--- src/rtl/cp0_pkg.sv ---
// Coprocessor 0 constants used by fetch, the reset vector and exception codes
package cp0_pkg;

    typedef logic [4:0] exc_code_t;

    // Address error on load or instruction fetch
    localparam exc_code_t EXC_ADEL = 5'd4;

    // Boot ROM entry in kseg1
    localparam logic [31:0] RESET_VECTOR = 32'hBFC0_0000;

endpackage

--- src/rtl/fetch_pkg.sv ---
// Fetch group geometry with the address, word and packet types of the fetch stage
package fetch_pkg;

    ////////////////////
    // Group geometry
    ////////////////////
    localparam int FETCH_WIDTH = 4;             // Instructions per group
    localparam int GROUP_BYTES = 16;

    ////////////////////
    // Types
    ////////////////////
    typedef logic [31:0] addr_t;
    typedef logic [31:0] word_t;
    typedef logic [FETCH_WIDTH-1:0] slot_mask_t;    // Enables and taken bits
    typedef logic [FETCH_WIDTH*32-1:0] group_t;    // Slot 0 in the low word
    typedef logic [2:0] inst_num_t;

    // Base address of the group holding pc
    function automatic addr_t group_base(addr_t pc);
        return pc & ~addr_t'(GROUP_BYTES - 1);
    endfunction

endpackage
--- src/rtl/redirect_if.sv ---
// Redirect bundle carrying exception and branch flush targets into fetch
`timescale 1ns/100ps

interface redirect_if import fetch_pkg::*; ();

    logic  exc;         // Exception taken in the back end
    addr_t exc_pc;
    logic  flush;       // Branch mispredict
    addr_t flush_pc;

    // PC register picks the target
    modport pc_mp (
        input exc,
        input exc_pc,
        input flush,
        input flush_pc
    );

    // Control only needs to know that work in flight is dead
    modport ctrl_mp (
        input exc,
        input flush
    );

endinterface

--- src/rtl/inst_fetch.sv ---
// Instruction fetch stage top with PC, cache handshake, branch history and packet
`timescale 1ns/100ps

module inst_fetch import fetch_pkg::*, cp0_pkg::*; #(
    parameter int PHT_INDEX_BITS = 6
) (
    input  logic       clk_i,
    input  logic       rst_i,
    // Instruction cache
    output logic       inst_req_o,
    output addr_t      inst_index_o,    // Group aligned
    input  logic       inst_index_ok_i,
    input  logic       inst_data_ok_i,
    input  group_t     inst_rdata_i,
    // Decode and redirect
    input  logic       ID_stopFetch_i,
    input  logic       exc_occur_i,
    input  addr_t      exc_dest_pc_i,
    input  logic       flush_i,
    input  addr_t      corr_dest_i,
    // Branch resolution
    input  logic       bra_valid_i,
    input  addr_t      bra_pc_i,
    input  logic       bra_taken_i,
    // Instruction queue
    output logic       IF_valid_o,
    output addr_t      IF_instBasePC_o,
    output slot_mask_t IF_instEnable_o,
    output inst_num_t  IF_instNum_o,
    output group_t     IF_inst_o,
    output slot_mask_t IF_predTake_o,
    output logic       IF_hasException_o,
    output exc_code_t  IF_ExcCode_o
);

    addr_t pc;
    logic  accept;
    logic  deliver;
    logic  addr_err;

    redirect_if redir ();

    assign redir.exc      = exc_occur_i;
    assign redir.exc_pc   = exc_dest_pc_i;
    assign redir.flush    = flush_i;
    assign redir.flush_pc = corr_dest_i;

    assign inst_index_o = group_base(pc);

    ////////////////////
    // PC and control
    ////////////////////
    pc_register u_pc_register (
        .clk_i     (clk_i),
        .rst_i     (rst_i),
        .advance_i (accept),
        .redir     (redir.pc_mp),
        .pc_o      (pc)
    );

    fetch_ctrl u_fetch_ctrl (
        .clk_i        (clk_i),
        .rst_i        (rst_i),
        .pc_i         (pc),
        .stop_fetch_i (ID_stopFetch_i),
        .index_ok_i   (inst_index_ok_i),
        .data_ok_i    (inst_data_ok_i),
        .redir        (redir.ctrl_mp),
        .inst_req_o   (inst_req_o),
        .accept_o     (accept),
        .deliver_o    (deliver),
        .addr_err_o   (addr_err)
    );

    ////////////////////
    // Prediction and packet
    ////////////////////
    pattern_history_table #(
        .PHT_INDEX_BITS (PHT_INDEX_BITS)
    ) u_pattern_history_table (
        .clk_i       (clk_i),
        .rst_i       (rst_i),
        .read_i      (accept),
        .group_pc_i  (pc),
        .upd_valid_i (bra_valid_i),
        .upd_pc_i    (bra_pc_i),
        .upd_taken_i (bra_taken_i),
        .pred_take_o (IF_predTake_o)
    );

    fetch_packet u_fetch_packet (
        .clk_i         (clk_i),
        .rst_i         (rst_i),
        .accept_i      (accept),
        .deliver_i     (deliver),
        .addr_err_i    (addr_err),
        .pc_i          (pc),
        .rdata_i       (inst_rdata_i),
        .valid_o       (IF_valid_o),
        .base_pc_o     (IF_instBasePC_o),
        .inst_enable_o (IF_instEnable_o),
        .inst_num_o    (IF_instNum_o),
        .inst_o        (IF_inst_o),
        .has_exc_o     (IF_hasException_o),
        .exc_code_o    (IF_ExcCode_o)
    );

endmodule

--- src/rtl/fetch_packet.sv ---
// Output packet builder capturing the accepted group for the instruction queue
`timescale 1ns/100ps

module fetch_packet import fetch_pkg::*, cp0_pkg::*; (
    input  logic       clk_i,
    input  logic       rst_i,
    input  logic       accept_i,
    input  logic       deliver_i,
    input  logic       addr_err_i,
    input  addr_t      pc_i,
    input  group_t     rdata_i,
    output logic       valid_o,
    output addr_t      base_pc_o,
    output slot_mask_t inst_enable_o,
    output inst_num_t  inst_num_o,
    output group_t     inst_o,
    output logic       has_exc_o,
    output exc_code_t  exc_code_o
);

    addr_t      acc_pc_q;       // PC of the request in flight
    logic [1:0] word_off;

    assign word_off = acc_pc_q[3:2];

    always_ff @(posedge clk_i) begin
        if (accept_i) begin
            acc_pc_q <= pc_i;
        end
    end

    always_ff @(posedge clk_i) begin
        if (rst_i) begin
            valid_o   <= 1'b0;
            has_exc_o <= 1'b0;
        end else begin
            valid_o <= deliver_i | addr_err_i;          // One cycle strobe
            if (deliver_i) begin
                has_exc_o <= 1'b0;
            end else if (addr_err_i) begin
                has_exc_o <= 1'b1;
            end
        end
    end

    // Slots before the entry word are not part of the stream
    always_ff @(posedge clk_i) begin
        if (deliver_i) begin
            base_pc_o     <= group_base(acc_pc_q);
            inst_enable_o <= slot_mask_t'('1) << word_off;
            inst_num_o    <= inst_num_t'(FETCH_WIDTH) - inst_num_t'(word_off);
            inst_o        <= rdata_i;
            exc_code_o    <= '0;
        end else if (addr_err_i) begin
            base_pc_o     <= group_base(pc_i);
            inst_enable_o <= '0;
            inst_num_o    <= '0;
            inst_o        <= '0;
            exc_code_o    <= EXC_ADEL;
        end
    end

endmodule

--- src/rtl/pattern_history_table.sv ---
// Pattern history table of 2-bit counters giving one taken bit per group slot
`timescale 1ns/100ps

module pattern_history_table import fetch_pkg::*; #(
    parameter int PHT_INDEX_BITS = 6
) (
    input  logic       clk_i,
    input  logic       rst_i,
    input  logic       read_i,
    input  addr_t      group_pc_i,
    input  logic       upd_valid_i,
    input  addr_t      upd_pc_i,
    input  logic       upd_taken_i,
    output slot_mask_t pred_take_o
);

    localparam int DEPTH = 1 << PHT_INDEX_BITS;

    typedef logic [PHT_INDEX_BITS-1:0] index_t;

    logic [1:0] counter_q [DEPTH];
    index_t     base_idx;
    index_t     upd_idx;
    logic [1:0] upd_cnt;

    // Word address of the group base, wraps with the table
    assign base_idx = group_pc_i[PHT_INDEX_BITS+1:2] & ~index_t'(FETCH_WIDTH - 1);
    assign upd_idx  = upd_pc_i[PHT_INDEX_BITS+1:2];
    assign upd_cnt  = counter_q[upd_idx];

    ////////////////////
    // Prediction read
    ////////////////////
    always_ff @(posedge clk_i) begin
        if (rst_i) begin
            pred_take_o <= '0;
        end else if (read_i) begin
            for (int k = 0; k < FETCH_WIDTH; k++) begin
                pred_take_o[k] <= counter_q[base_idx + index_t'(k)][1];
            end
        end
    end

    ////////////////////
    // Training
    ////////////////////
    always_ff @(posedge clk_i) begin
        if (rst_i) begin
            for (int i = 0; i < DEPTH; i++) begin
                counter_q[i] <= 2'b01;                  // Weakly not taken
            end
        end else if (upd_valid_i) begin
            if (upd_taken_i && upd_cnt != 2'b11) begin
                counter_q[upd_idx] <= upd_cnt + 2'd1;
            end else if (!upd_taken_i && upd_cnt != 2'b00) begin
                counter_q[upd_idx] <= upd_cnt - 2'd1;
            end
        end
    end

endmodule

--- src/rtl/fetch_ctrl.sv ---
// Fetch control FSM running the cache handshake and dropping cancelled requests
`timescale 1ns/100ps

module fetch_ctrl import fetch_pkg::*; (
    input  logic  clk_i,
    input  logic  rst_i,
    input  addr_t pc_i,
    input  logic  stop_fetch_i,
    input  logic  index_ok_i,
    input  logic  data_ok_i,
    redirect_if.ctrl_mp redir,
    output logic  inst_req_o,
    output logic  accept_o,
    output logic  deliver_o,
    output logic  addr_err_o
);

    typedef enum logic [2:0] {
        S_IDLE,
        S_REQ,
        S_WAIT,
        S_DISCARD,      // Data still owed by the cache but no longer wanted
        S_HALT          // Address error reported, wait for redirect
    } state_e;

    state_e state_q;
    state_e state_d;
    logic   redirect;
    logic   misaligned;

    assign redirect   = redir.exc | redir.flush;
    assign misaligned = |pc_i[1:0];

    // Request drops while decode is full
    assign inst_req_o = (state_q == S_REQ) & ~stop_fetch_i;
    assign accept_o   = inst_req_o & index_ok_i & ~redirect;
    assign deliver_o  = (state_q == S_WAIT) & data_ok_i & ~redirect;
    assign addr_err_o = (state_q == S_IDLE) & ~stop_fetch_i & misaligned & ~redirect;

    always_comb begin
        state_d = state_q;
        case (state_q)
            S_IDLE: begin
                if (!redirect && !stop_fetch_i) begin
                    state_d = misaligned ? S_HALT : S_REQ;
                end
            end
            S_REQ: begin
                if (inst_req_o && index_ok_i) begin
                    state_d = redirect ? S_DISCARD : S_WAIT;    // Cache took it either way
                end else if (redirect) begin
                    state_d = S_IDLE;
                end
            end
            S_WAIT: begin
                if (data_ok_i) begin
                    state_d = redirect ? S_IDLE : S_REQ;
                end else if (redirect) begin
                    state_d = S_DISCARD;
                end
            end
            S_DISCARD: begin
                if (data_ok_i) begin
                    state_d = S_IDLE;
                end
            end
            S_HALT: begin
                if (redirect) begin
                    state_d = S_IDLE;
                end
            end
            default: state_d = S_IDLE;
        endcase
    end

    always_ff @(posedge clk_i) begin
        if (rst_i) begin
            state_q <= S_IDLE;
        end else begin
            state_q <= state_d;
        end
    end

endmodule

--- src/rtl/pc_register.sv ---
// Fetch PC register stepping through instruction groups and taking redirect targets
`timescale 1ns/100ps

module pc_register import fetch_pkg::*, cp0_pkg::*; (
    input  logic  clk_i,
    input  logic  rst_i,
    input  logic  advance_i,            // Cache accepted the current group
    redirect_if.pc_mp redir,
    output addr_t pc_o
);

    addr_t pc_q;
    addr_t pc_seq;
    addr_t pc_redir;

    // Next group always lands on a group boundary
    assign pc_seq = group_base(pc_q) + addr_t'(GROUP_BYTES);

    // Exception beats flush
    always_comb begin
        if (redir.exc) begin
            pc_redir = redir.exc_pc;
        end else begin
            pc_redir = redir.flush_pc;
        end
    end

    always_ff @(posedge clk_i) begin
        if (rst_i) begin
            pc_q <= RESET_VECTOR;
        end else if (redir.exc || redir.flush) begin
            pc_q <= pc_redir;
        end else if (advance_i) begin
            pc_q <= pc_seq;
        end
    end

    assign pc_o = pc_q;

endmodule

--- config.mk ---
export PLATFORM = sky130hd
export DESIGN_NAME = inst_fetch
export DESIGN_NICKNAME = d
export VERILOG_FILES = /design/src/rtl/cp0_pkg.sv /design/src/rtl/fetch_pkg.sv /design/src/rtl/redirect_if.sv /design/src/rtl/inst_fetch.sv /design/src/rtl/fetch_packet.sv /design/src/rtl/pattern_history_table.sv /design/src/rtl/fetch_ctrl.sv /design/src/rtl/pc_register.sv
export SDC_FILE = /design/constraint.sdc
export NUM_CORES = 1
export LEC_CHECK = 0
export BUFFER_PORTS_ARGS = -buffer_cell sky130_fd_sc_hd__buf_4
export CORE_MARGIN = 2
export CORE_UTILIZATION = 50
export DETAILED_ROUTE_END_ITERATION = 8
export PLACE_DENSITY_LB_ADDON = 0.1
export SYNTH_ARGS = -nofsm -noshare
export SYNTH_HDL_FRONTEND = slang
export SYNTH_SLANG_ARGS = --single-unit
--- constraint.sdc ---
create_clock -name clk_i -period 8.25 [get_ports clk_i]
set_clock_uncertainty 0.1 [all_clocks]
set_input_delay 0.825 -clock clk_i [delete_from_list [all_inputs] [get_ports clk_i]]
set_output_delay 0.825 -clock clk_i [all_outputs]
set_load 0.1 [all_outputs]
==> results of run 1 <==
-- layout make-up --
type	instances	area, µm²	area share, %
clock buffer	57	1120	5.19
multi-input combinational	865	6020	28.0
timing repair buffer	414	3110	14.5
clock inverter	14	164	0.762
tap	455	569	2.65
inverter	13	51.3	0.239
sequential	363	10500	48.7
-- per-stage QoR --
step           hold WS, ns  setup WS [ns]  instance area, µm²  power (mW)  instances
2_1_floorplan        0.308           2.22               17300        2.48       1391
3_3_place_gp         0.315           2.80               20200        2.63       2110
3_5_place_dp         0.320           2.66               20200        2.64       2110
4_1_cts              0.333           3.21               21500        4.39       2181
5_1_grt              0.355           2.77               21500        4.50       2181
6_report             0.337           3.08               21500        4.37       2181
-- per-layer routing --
| layer | wire (µm) | share of wire, % | track usage [%] |
|---|---|---|---|
| met2 | 25300 | 50 | 45.6 |
| met3 | 3820 | 7.5 | 4.87 |
| met4 | 1540 | 3.0 | 9.24 |
| met1 | 20100 | 40 | 36.7 |
| met5 | 0 | 0 | 0 |
-- cells by family (layout without fill, tap and decap cells) --
| logic type | count (synthesis) | count (layout) | synth area share, % |
|---|---|---|---|
| flops | 363 | 363 | 60.8 |
| buf+inv | 163 | 498 | 4.82 |
| compound gates | 193 | 193 | 6.76 |
| mux | 93 | 93 | 8.08 |
| fa+ha+maj | 3 | 3 | 0.218 |
| xor+xnor | 23 | 23 | 1.17 |
| simple gates | 541 | 541 | 18.1 |
| other cells | 1 | 12 | 0.0217 |
-- worst register-to-register path, cell delays in order (launching register included) --
cell and delay [ns]:
edfxtp_1 0.39, mux4_2 0.48, mux2i_1 0.14, nor2_1 0.14, or4_4 0.56, nor4b_4 0.54
or3_1 0.25, nand3_2 0.85, o31ai_1 0.74
-- report_power, final --
part,switching [mW],total (mW),internal [mW]
clock network,0.705,1.77,1.06
registers,0.0391,2.06,2.02
logic,0.373,0.538,0.165
total,1.12,4.37,3.25
-- state kept, by name, indices dropped and copies added (netlist names) --
register,flops
u_fetch_packet.base_pc_o,28
u_fetch_packet.inst_enable_o,4
u_pattern_history_table.counter_q,128
u_pc_register.pc_o,32
u_fetch_packet.inst_o,128
u_pattern_history_table.pred_take_o,4
u_fetch_packet.inst_num_o,3
u_fetch_packet.has_exc_o,1
u_fetch_packet.exc_code_o,1
u_fetch_packet.valid_o,1
u_fetch_packet.acc_pc_q,30
u_fetch_ctrl.state_q,3
-- worst paths after layout --
| kind | start | end | slack (ns) |
|---|---|---|---|
| hold reg to reg | u_pc_register.pc_o[2] | u_fetch_packet.acc_pc_q[2] | 0.34 |
| setup reg to reg | u_pattern_history_table.counter_q[62][0] | u_pattern_history_table.counter_q[44][1] | 3.71 |
| hold / removal | u_pc_register.pc_o[2] | u_fetch_packet.acc_pc_q[2] | 0.34 |
| setup / recovery | bra_pc_i[4] | u_pattern_history_table.counter_q[44][1] | 3.08 |
-- layout by cell type (no fill, tap or decap), drive strengths merged, types with 4 or more instances in the layout --
| cell | n |
|---|---|
| edfxtp | 321 |
| nor2b | 7 |
| mux4 | 34 |
| clkbuf | 57 |
| o21ai | 86 |
| nor2 | 74 |
| dfxtp | 42 |
| a211oi | 4 |
| buf | 414 |
| mux2 | 30 |
| o31ai | 16 |
| nand2 | 134 |
| a21oi | 41 |
| clkinv | 11 |
| xnor2 | 11 |
| conb | 12 |
| bufinv | 4 |
| a22oi | 6 |
| nand3 | 52 |
| nand3b | 6 |
| xor2 | 12 |
| nor3 | 47 |
| o22ai | 5 |
| mux2i | 29 |
| inv | 11 |
| or2 | 4 |
| a221oi | 14 |
| and2 | 138 |
| and3 | 15 |
| nor4 | 27 |
| nand2b | 15 |
| nand4 | 8 |
==> metrics, run 1 <==
run status=complete, no violations; sequential share of the synthesized area=60.8%; Max Transition Viols Final=0; static leakage power=7.91 nW; final antenna diode count=0; power density normalized to cell area=203 nW/µm²; number of I/O port buffers=405; category of the worst setup path capture point=flip-flop; clk root buf=clkbuf_16; Max stage delay on crit path=0.85 ns; via count of the first global-routing pass=12,100; aggregate global routing overflow=0; number of synthesized flops with an enable pin=321; cell with the most instances after synthesis=edfxtp_1; setup violation total in the final timing report=0; drt first-iter violations=1,155; instance count along the most critical hold path=0; DIE WIDTH=190 µm; unrepaired setup endpoints after global routing=no; Crit path depth=9; Synth top area share=55.9%; fraction of the cycle the final worst path needs=62.6%; r2r worst-path depth=8; largest driver fanout on the critical path=57; Setup CP Type=in2reg; overall die height=190 µm; worst supply voltage drop on vdd=0.136 mV; setup tns final=0 ns; count of yosys warnings during synthesis=0; global routing usage summed across all routing layers=27.4%; total of max-cap violations=0; die area=36,000 µm²; number of nets at the end of the flow=1,933; final standard cell utilization of the core=62.7%; endpoint arrival time on the critical path=5.24 ns; most common flop cell mapped by yosys=edfxtp_1; initial standard-cell utilization of the core=50.3%; number of top-level pins=444; final antenna-violating net count=0; worst-case clock buffer depth=3; Filler Cell Count=2,720; share of synthesized registers carrying an async set or reset=0%; clock-pin slew on the worst setup and hold paths=0.06 ns; number of distinct standard cells referenced by the synthesized netlist=65; HPWL after detailed placement=34,800 µm; cell count after synthesis=1,380; core area=34,300 µm²; minimum period implied by the final worst setup slack=5.17 ns; antenna violations before repair=1; Buf+Inv Stages, Crit Path=2; number of detailed-route iterations in the first pass=7; wire length of the first global-routing pass=74,800 µm; average wire per cell in the routed design=23.3 µm; worst max-slew margin expressed relative to the limit=23.7%; count of H-tree levels built during CTS=2; Worst-Margin Slew=1.14 ns; post-synthesis area per instance=12.5 µm²; crit start category=primary input; cell row count=68; Vias=12,500; Layout Area Growth over Synthesis=24.7%; hold buffers post-CTS=0; kind of cell with the highest combined delay on the critical path=simple AND/OR/NAND/NOR gates; Clock Sinks=363; via/cell ratio=5.72; Remaining DRCs=0; Req. time, crit path=8.32 ns; final weighted congestion in routability-driven placement=0.903; Routed Wire Length=50,700 µm; PostCTS Resize Cnt=0; leading post-synthesis cells by instance count=edfxtp_1 (321), and2_1 (137), nand2_1 (134); top cells by area in the synthesized netlist=edfxtp_1 (56%), and2_1 (5.0%), dfxtp_1 (4.9%); synthesis-stage register bit count=363; cell area after synthesis=17,200 µm²; achievable frequency=0.194 GHz; list of cells traversed by the critical path=buf_4 -> inv_1 -> a221o_1 -> a222oi_1 -> nor2_1 -> nor4b_4 -> or3_1 -> nand3_2 -> o31ai_1; clock latency at the later pin of the worst-skew pair=0.53 ns; ratio of cells with drive above 1 in the final layout=35.2%; Synth area leader=edfxtp_1; Hold Violations, Final=0; kind of path behind the tightest hold check=reg2reg; maximum number of pins on one net before global-route repair=101; clock tree from TritonCTS=yes; setup fix buffers added after clock tree synthesis=0; clock buffer count from CTS=40; Critical Path Slowest Stage Cell=nand3_2
Power figures use the tool's default switching activity.
==> run 2: changes to the inputs <==
clock period = 5 ns   (was 8.25 ns; I/O delays follow)
==> run 2 against run 1 <==
- total power is 61% higher
- clock-buffer cell count is 10 lower
- routed wire length is 2.2% lower
- critical path type unchanged
- first-iteration DRC count is 2.1% lower
- global-route usage is 0.66 points lower
- final cell count is 0.92% higher
- worst setup slack worse by 1.9 ns
- sequential share of layout area is 0.20 points lower
- highest routed layer unchanged
- cell area is 0.41% higher
==> metrics, run 2 (synthesis gave the netlist of run 1 again) <==
static leakage power=7.98 nW (+0.87%); count of H-tree levels built during CTS=2 (unchanged); fraction of power consumed by the clock network=38.7% (-1.7 points); run status=complete, no violations; DIE WIDTH=190 µm (unchanged); Req. time, crit path=5.10 ns (-3.22 ns); PostCTS Resize Cnt=0 (unchanged); clock tree from TritonCTS=yes; placed instance count=2,131 (+1.0%); via count of the first global-routing pass=11,900 (-1.5%); achievable frequency=0.262 GHz; global routing usage summed across all routing layers=26.8% (-0.66 points); clock-pin slew on the worst setup and hold paths=0.06 ns (about the same); setup tns final=0 ns (unchanged); number of nets at the end of the flow=1,953 (+1.0%); endpoint arrival time on the critical path=3.92 ns (-1.32 ns); aggregate global routing overflow=0 (unchanged); Hold Violations, Final=0 (unchanged); origin of the worst min-delay path=exc_dest_pc_i[24]; total design power=7.03 mW (+61%); worst path setup slack after routing=1.18 ns (-1.90 ns); die area=36,000 µm² (unchanged); largest driver fanout on the critical path=28 (-51%); HPWL after detailed placement=34,500 µm (-0.74%); number of I/O port buffers=405 (unchanged); clock buffer count from CTS=39 (-2.5%); drt first-iter violations=1,131 (-2.1%); total of max-cap violations=0 (unchanged); Routed Wire Length=49,600 µm (-2.2%); Worst-Margin Slew=1.07 ns (-0.0770 ns); average wire per cell in the routed design=22.6 µm (-3.1%); number of detailed-route iterations in the first pass=5 (-2); Max Transition Viols Final=0 (unchanged); category of the worst setup path capture point=flip-flop; setup fix buffers added after clock tree synthesis=0 (unchanged); Vias=12,400 (-0.89%); kind of path behind the tightest hold check=in2reg; Logic pwr share=13.0% (+0.7 points); Cell Area, Placed=20,400 µm² (+0.94%); Finished Layout Cells=2,201 (+0.92%); launching element of the worst setup path=bra_pc_i[2]; hold slack final=0.0845 ns (-0.252 ns); switching share of power=26.2% (+0.65 points); worst max-slew margin expressed relative to the limit=28.7% (+5.0 points); Layout Area Growth over Synthesis=25.2%; clk root buf=clkbuf_16; overall die height=190 µm (unchanged); final antenna-violating net count=0 (unchanged); cell row count=68 (unchanged); most frequent standard cell in the layout excluding fill and tap cells=buf_4; leading cell types in the layout, fill and taps excluded=buf_4 (433), edfxtp_1 (321), and2_1 (137); critical register-to-register path startpoint=u_pattern_history_table.counter_q[58][0]; crit start category=primary input; Clock Sinks=363 (unchanged); unrepaired setup endpoints after global routing=no; total non-filler cell area in the finished layout=21,600 µm² (+0.41%); final weighted congestion in routability-driven placement=0.909 (+0.61%); initial standard-cell utilization of the core=50.3% (unchanged); worst setup slack after placement=0.685 ns (-1.98 ns); hold buffers post-CTS=0 (unchanged); Int Power=5.19 mW (+59%); worst-case clock buffer depth=3 (unchanged); Remaining DRCs=0 (unchanged); clock latency at the later pin of the worst-skew pair=0.53 ns (about the same); wire length of the first global-routing pass=72,800 µm (-2.7%); via/cell ratio=5.62 (-1.8%); power density normalized to cell area=326 nW/µm² (+60%); Net Switching=1.84 mW (+65%); maximum number of pins on one net before global-route repair=80 (-21%); minimum period implied by the final worst setup slack=3.82 ns; core area=34,300 µm² (unchanged); setup violation total in the final timing report=0 (unchanged); fraction of the cycle the final worst path needs=76.4%; Setup CP Type=in2reg; ratio of cells with drive above 1 in the final layout=36.1% (+0.90 points); antenna violations before repair=2 (+1); final standard cell utilization of the core=63.0% (+0.26 points); number of top-level pins=444 (unchanged); worst supply voltage drop on vdd=0.253 mV (+86%); Sequential Power Share=48.3% (+1.1 points)
==> run 2: worst paths after layout <==
check                                                  end  slack [ns]  cells past startpoint
setup / recovery  u_pattern_history_table.counter_q[25][1]        1.18                      9
setup reg to reg  u_pattern_history_table.counter_q[25][1]        1.24                      8
hold / removal                      u_pc_register.pc_o[24]        0.08                      3
hold reg to reg                 u_fetch_packet.acc_pc_q[2]        0.34                      0
==> run 2: routing by layer <==
layer,part of all wire (%),vias up,track usage [%]
li1,-,5702,-
met1,38,5990,34.2
met2,49,574,45.1
met3,9.0,104,6.09
met4,3.2,0,9.45
met5,0,-,0
==> run 2: final cells by class <==
type / instances / area (µm²)
fillers: 2681 / 12700
repair buffers: 435 / 3290
diodes: 2 / 5.00
well taps: 455 / 569
multi-input cells: 865 / 6020
flip-flops and latches: 363 / 10500
inverters: 13 / 51.3
clock buffers: 47 / 1030
clock inverters: 21 / 148
==> run 2: power by group through the flow <==
stage	sequential (mW)	clock, mW	combinational, mW
floorplan	3.52	0	0.562
global placement	3.46	0	0.898
detailed placement	3.46	0	0.907
CTS	3.40	2.76	0.909
global route	3.40	2.86	0.958
finish	3.40	2.72	0.911
==> run 2: critical path: stages <==
cell      delay, ns
buf_4          0.34
clkinv_1       0.48
nand2_1        0.19
a21oi_1        0.17
or4_4          0.58
nor4b_4        0.55
or3_1          0.24
nand4_1        0.37
o21ai_0        0.47
==> run 3: changes to the inputs <==
clock period = 3.7 ns   (was 5 ns; I/O delays follow)
==> run 3 against run 2 <==
- via count up 4.5%
- utilization up 2.3 points
- critical path type is now reg2reg
- clock power up 37%
- critical endpoint is now u_pattern_history_table.counter_q[43][1]
- flip-flop and latch count unchanged
- sequential power up 35%
- first-iteration DRC count down 8.2%
- routed wire length up 3.2%
==> metrics, run 3 (synthesis gave the netlist of run 1 again) <==
wire length of the first global-routing pass=76,000 µm (+4.4%); launching element of the worst setup path=u_pattern_history_table.counter_q[63][0]; fraction of the cycle the final worst path needs=93.3%; worst supply voltage drop on vdd=0.347 mV (+37%); category of the worst setup path capture point=flip-flop; antenna violations before repair=2 (unchanged); total of max-cap violations=0 (unchanged); list of cells traversed by the critical path=mux4_2 -> mux2i_1 -> nor2_1 -> or4_4 -> nor4b_4 -> or3_1 -> nand3_2 -> buf_12 -> buf_4 -> o21ai_0; setup violation total in the final timing report=0 (unchanged); DIE WIDTH=190 µm (unchanged); endpoint arrival time on the critical path=3.55 ns (-0.37 ns); setup tns final=0 ns (unchanged); overall die height=190 µm (unchanged); Setup CP Type=reg2reg; number of I/O port buffers=405 (unchanged); Net Switching=2.51 mW (+36%); largest driver fanout on the critical path=25 (-11%); Req. time, crit path=3.79 ns (-1.31 ns); aggregate global routing overflow=0 (unchanged); ratio of cells with drive above 1 in the final layout=37.6% (+1.5 points); count of H-tree levels built during CTS=2 (unchanged); leading cell types in the layout, fill and taps excluded=buf_4 (479), edfxtp_1 (321), and2_1 (137); Sequential Power Share=47.4% (-0.9 points); power density normalized to cell area=433 nW/µm² (+33%); final weighted congestion in routability-driven placement=0.927 (+2.0%); Hold Violations, Final=0 (unchanged); clock tree from TritonCTS=yes; number of detailed-route iterations in the first pass=5 (unchanged); origin of the worst min-delay path=inst_rdata_i[51]; cell row count=68 (unchanged); run status=complete, no violations; via count of the first global-routing pass=12,600 (+6.1%); drt first-iter violations=1,038 (-8.2%); unrepaired setup endpoints after global routing=no; global routing usage summed across all routing layers=27.8% (+1.0 points); hold slack final=0.0195 ns (-0.0650 ns); Critical Path Slowest Stage Cell=or4_4; Int Power=7.19 mW (+39%); crit start category=flip-flop; Vias=12,900 (+4.5%); Logic pwr share=14.1% (+1.1 points); most frequent standard cell in the layout excluding fill and tap cells=buf_4; setup fix buffers added after clock tree synthesis=0 (unchanged); static leakage power=8.42 nW (+5.5%); minimum period implied by the final worst setup slack=3.45 ns; number of top-level pins=444 (unchanged); worst max-slew margin expressed relative to the limit=40.6% (+12 points); Clock Sinks=363 (unchanged); final antenna-violating net count=0 (unchanged); achievable frequency=0.290 GHz; Layout Area Growth over Synthesis=29.9%; clock latency at the later pin of the worst-skew pair=0.53 ns (about the same); Max stage delay on crit path=0.53 ns (-0.05 ns); instance count along the most critical hold path=2 (-1); Filler Cell Count=2,652 (-1.1%); die area=36,000 µm² (unchanged); fraction of power consumed by the clock network=38.5% (-0.2 points); r2r worst-path depth=10 (+2); maximum number of pins on one net before global-route repair=69 (-14%); clock-pin slew on the worst setup and hold paths=0.06 ns (about the same); Routed Wire Length=51,200 µm (+3.2%); kind of path behind the tightest hold check=in2reg; number of nets at the end of the flow=2,032 (+4.0%); clk root buf=clkbuf_16; Worst-Margin Slew=0.890 ns (-0.177 ns); core area=34,300 µm² (unchanged); Max Transition Viols Final=0 (unchanged); clock buffer count from CTS=40 (+2.6%); initial standard-cell utilization of the core=50.3% (unchanged); via/cell ratio=5.67 (+0.87%); switching share of power=25.9% (-0.34 points); average wire per cell in the routed design=22.5 µm (-0.42%); worst-case clock buffer depth=3 (unchanged); critical register-to-register path startpoint=u_pattern_history_table.counter_q[63][0]; HPWL after detailed placement=36,800 µm (+6.7%); Remaining DRCs=0 (unchanged)
run 3: changes by cell type in the layout (fill, tap and decap cells not counted), sizes merged, moves of 7 or more:
cell,delta
clkbuf,+11
clkinv,-7
dlygate4sd3,+20
buf,+58
run 3: layer usage:
layer	GRT usage [%]	up-vias	wire (µm)
met3	5.92	119	4490
li1	-	5853	-
met5	0	-	0
met1	36.3	6309	19700
met2	46.1	645	25100
met4	9.96	0	1870
run 3: cell type report:
cell class / count / area [µm²] / share of cell area (%)
diodes: 2 / 5.00 / 0.0223
clock buffers: 58 / 1130 / 5.04
clock inverters: 11 / 75.1 / 0.335
inverters: 13 / 51.3 / 0.229
multi-input cells: 865 / 6010 / 26.8
flip-flops and latches: 363 / 10500 / 46.8
well taps: 455 / 569 / 2.54
repair buffers: 513 / 4080 / 18.2
run 3: stage by stage:
stage | setup WS [ns] | instance area, µm² | power (mW) | std cells | utilization (%)
6_report | 0.247 | 22400 | 9.70 | 2280 | 65.3
5_1_grt | 0.0431 | 22400 | 9.99 | 2280 | 65.3
4_1_cts | 0.255 | 22400 | 9.74 | 2278 | 65.3
3_5_place_dp | 0.0648 | 21000 | 6.02 | 2189 | 61.2
3_3_place_gp | 0.0964 | 21000 | 6.00 | 2189 | 61.2
2_1_floorplan | 0.304 | 17300 | 5.52 | 1391 | -
run 3: power groups by stage:
stage / clock, mW / combinational, mW / sequential (mW)
2_1_floorplan: 0 / 0.759 / 4.76
3_3_place_gp: 0 / 1.33 / 4.67
5_1_grt: 3.95 / 1.44 / 4.60
3_5_place_dp: 0 / 1.34 / 4.68
6_report: 3.73 / 1.37 / 4.59
4_1_cts: 3.78 / 1.37 / 4.59
run 3: path summary, 6_finish.rpt:
path	end	slack, ns
worst max-delay path	u_pattern_history_table.counter_q[43][1]	0.25
worst min-delay path	u_fetch_packet.inst_o[51]	0.02
worst max register to register	u_pattern_history_table.counter_q[43][1]	0.25
worst min register to register	u_fetch_packet.acc_pc_q[2]	0.33
run 3: repair_timing:
item                      in CTS  in global routing
hold endpoints to repair      20                  0
hold buffers                  20                  0
gates resized for setup        0                  0
run 3: critical path, delay by kind of cell, from the launching register on:
family	cells	cell delay [ns]
simple gates	5	1.32
compound gates	1	0.30
flops	1	0.42
mux	2	0.62
buf+inv	2	0.34
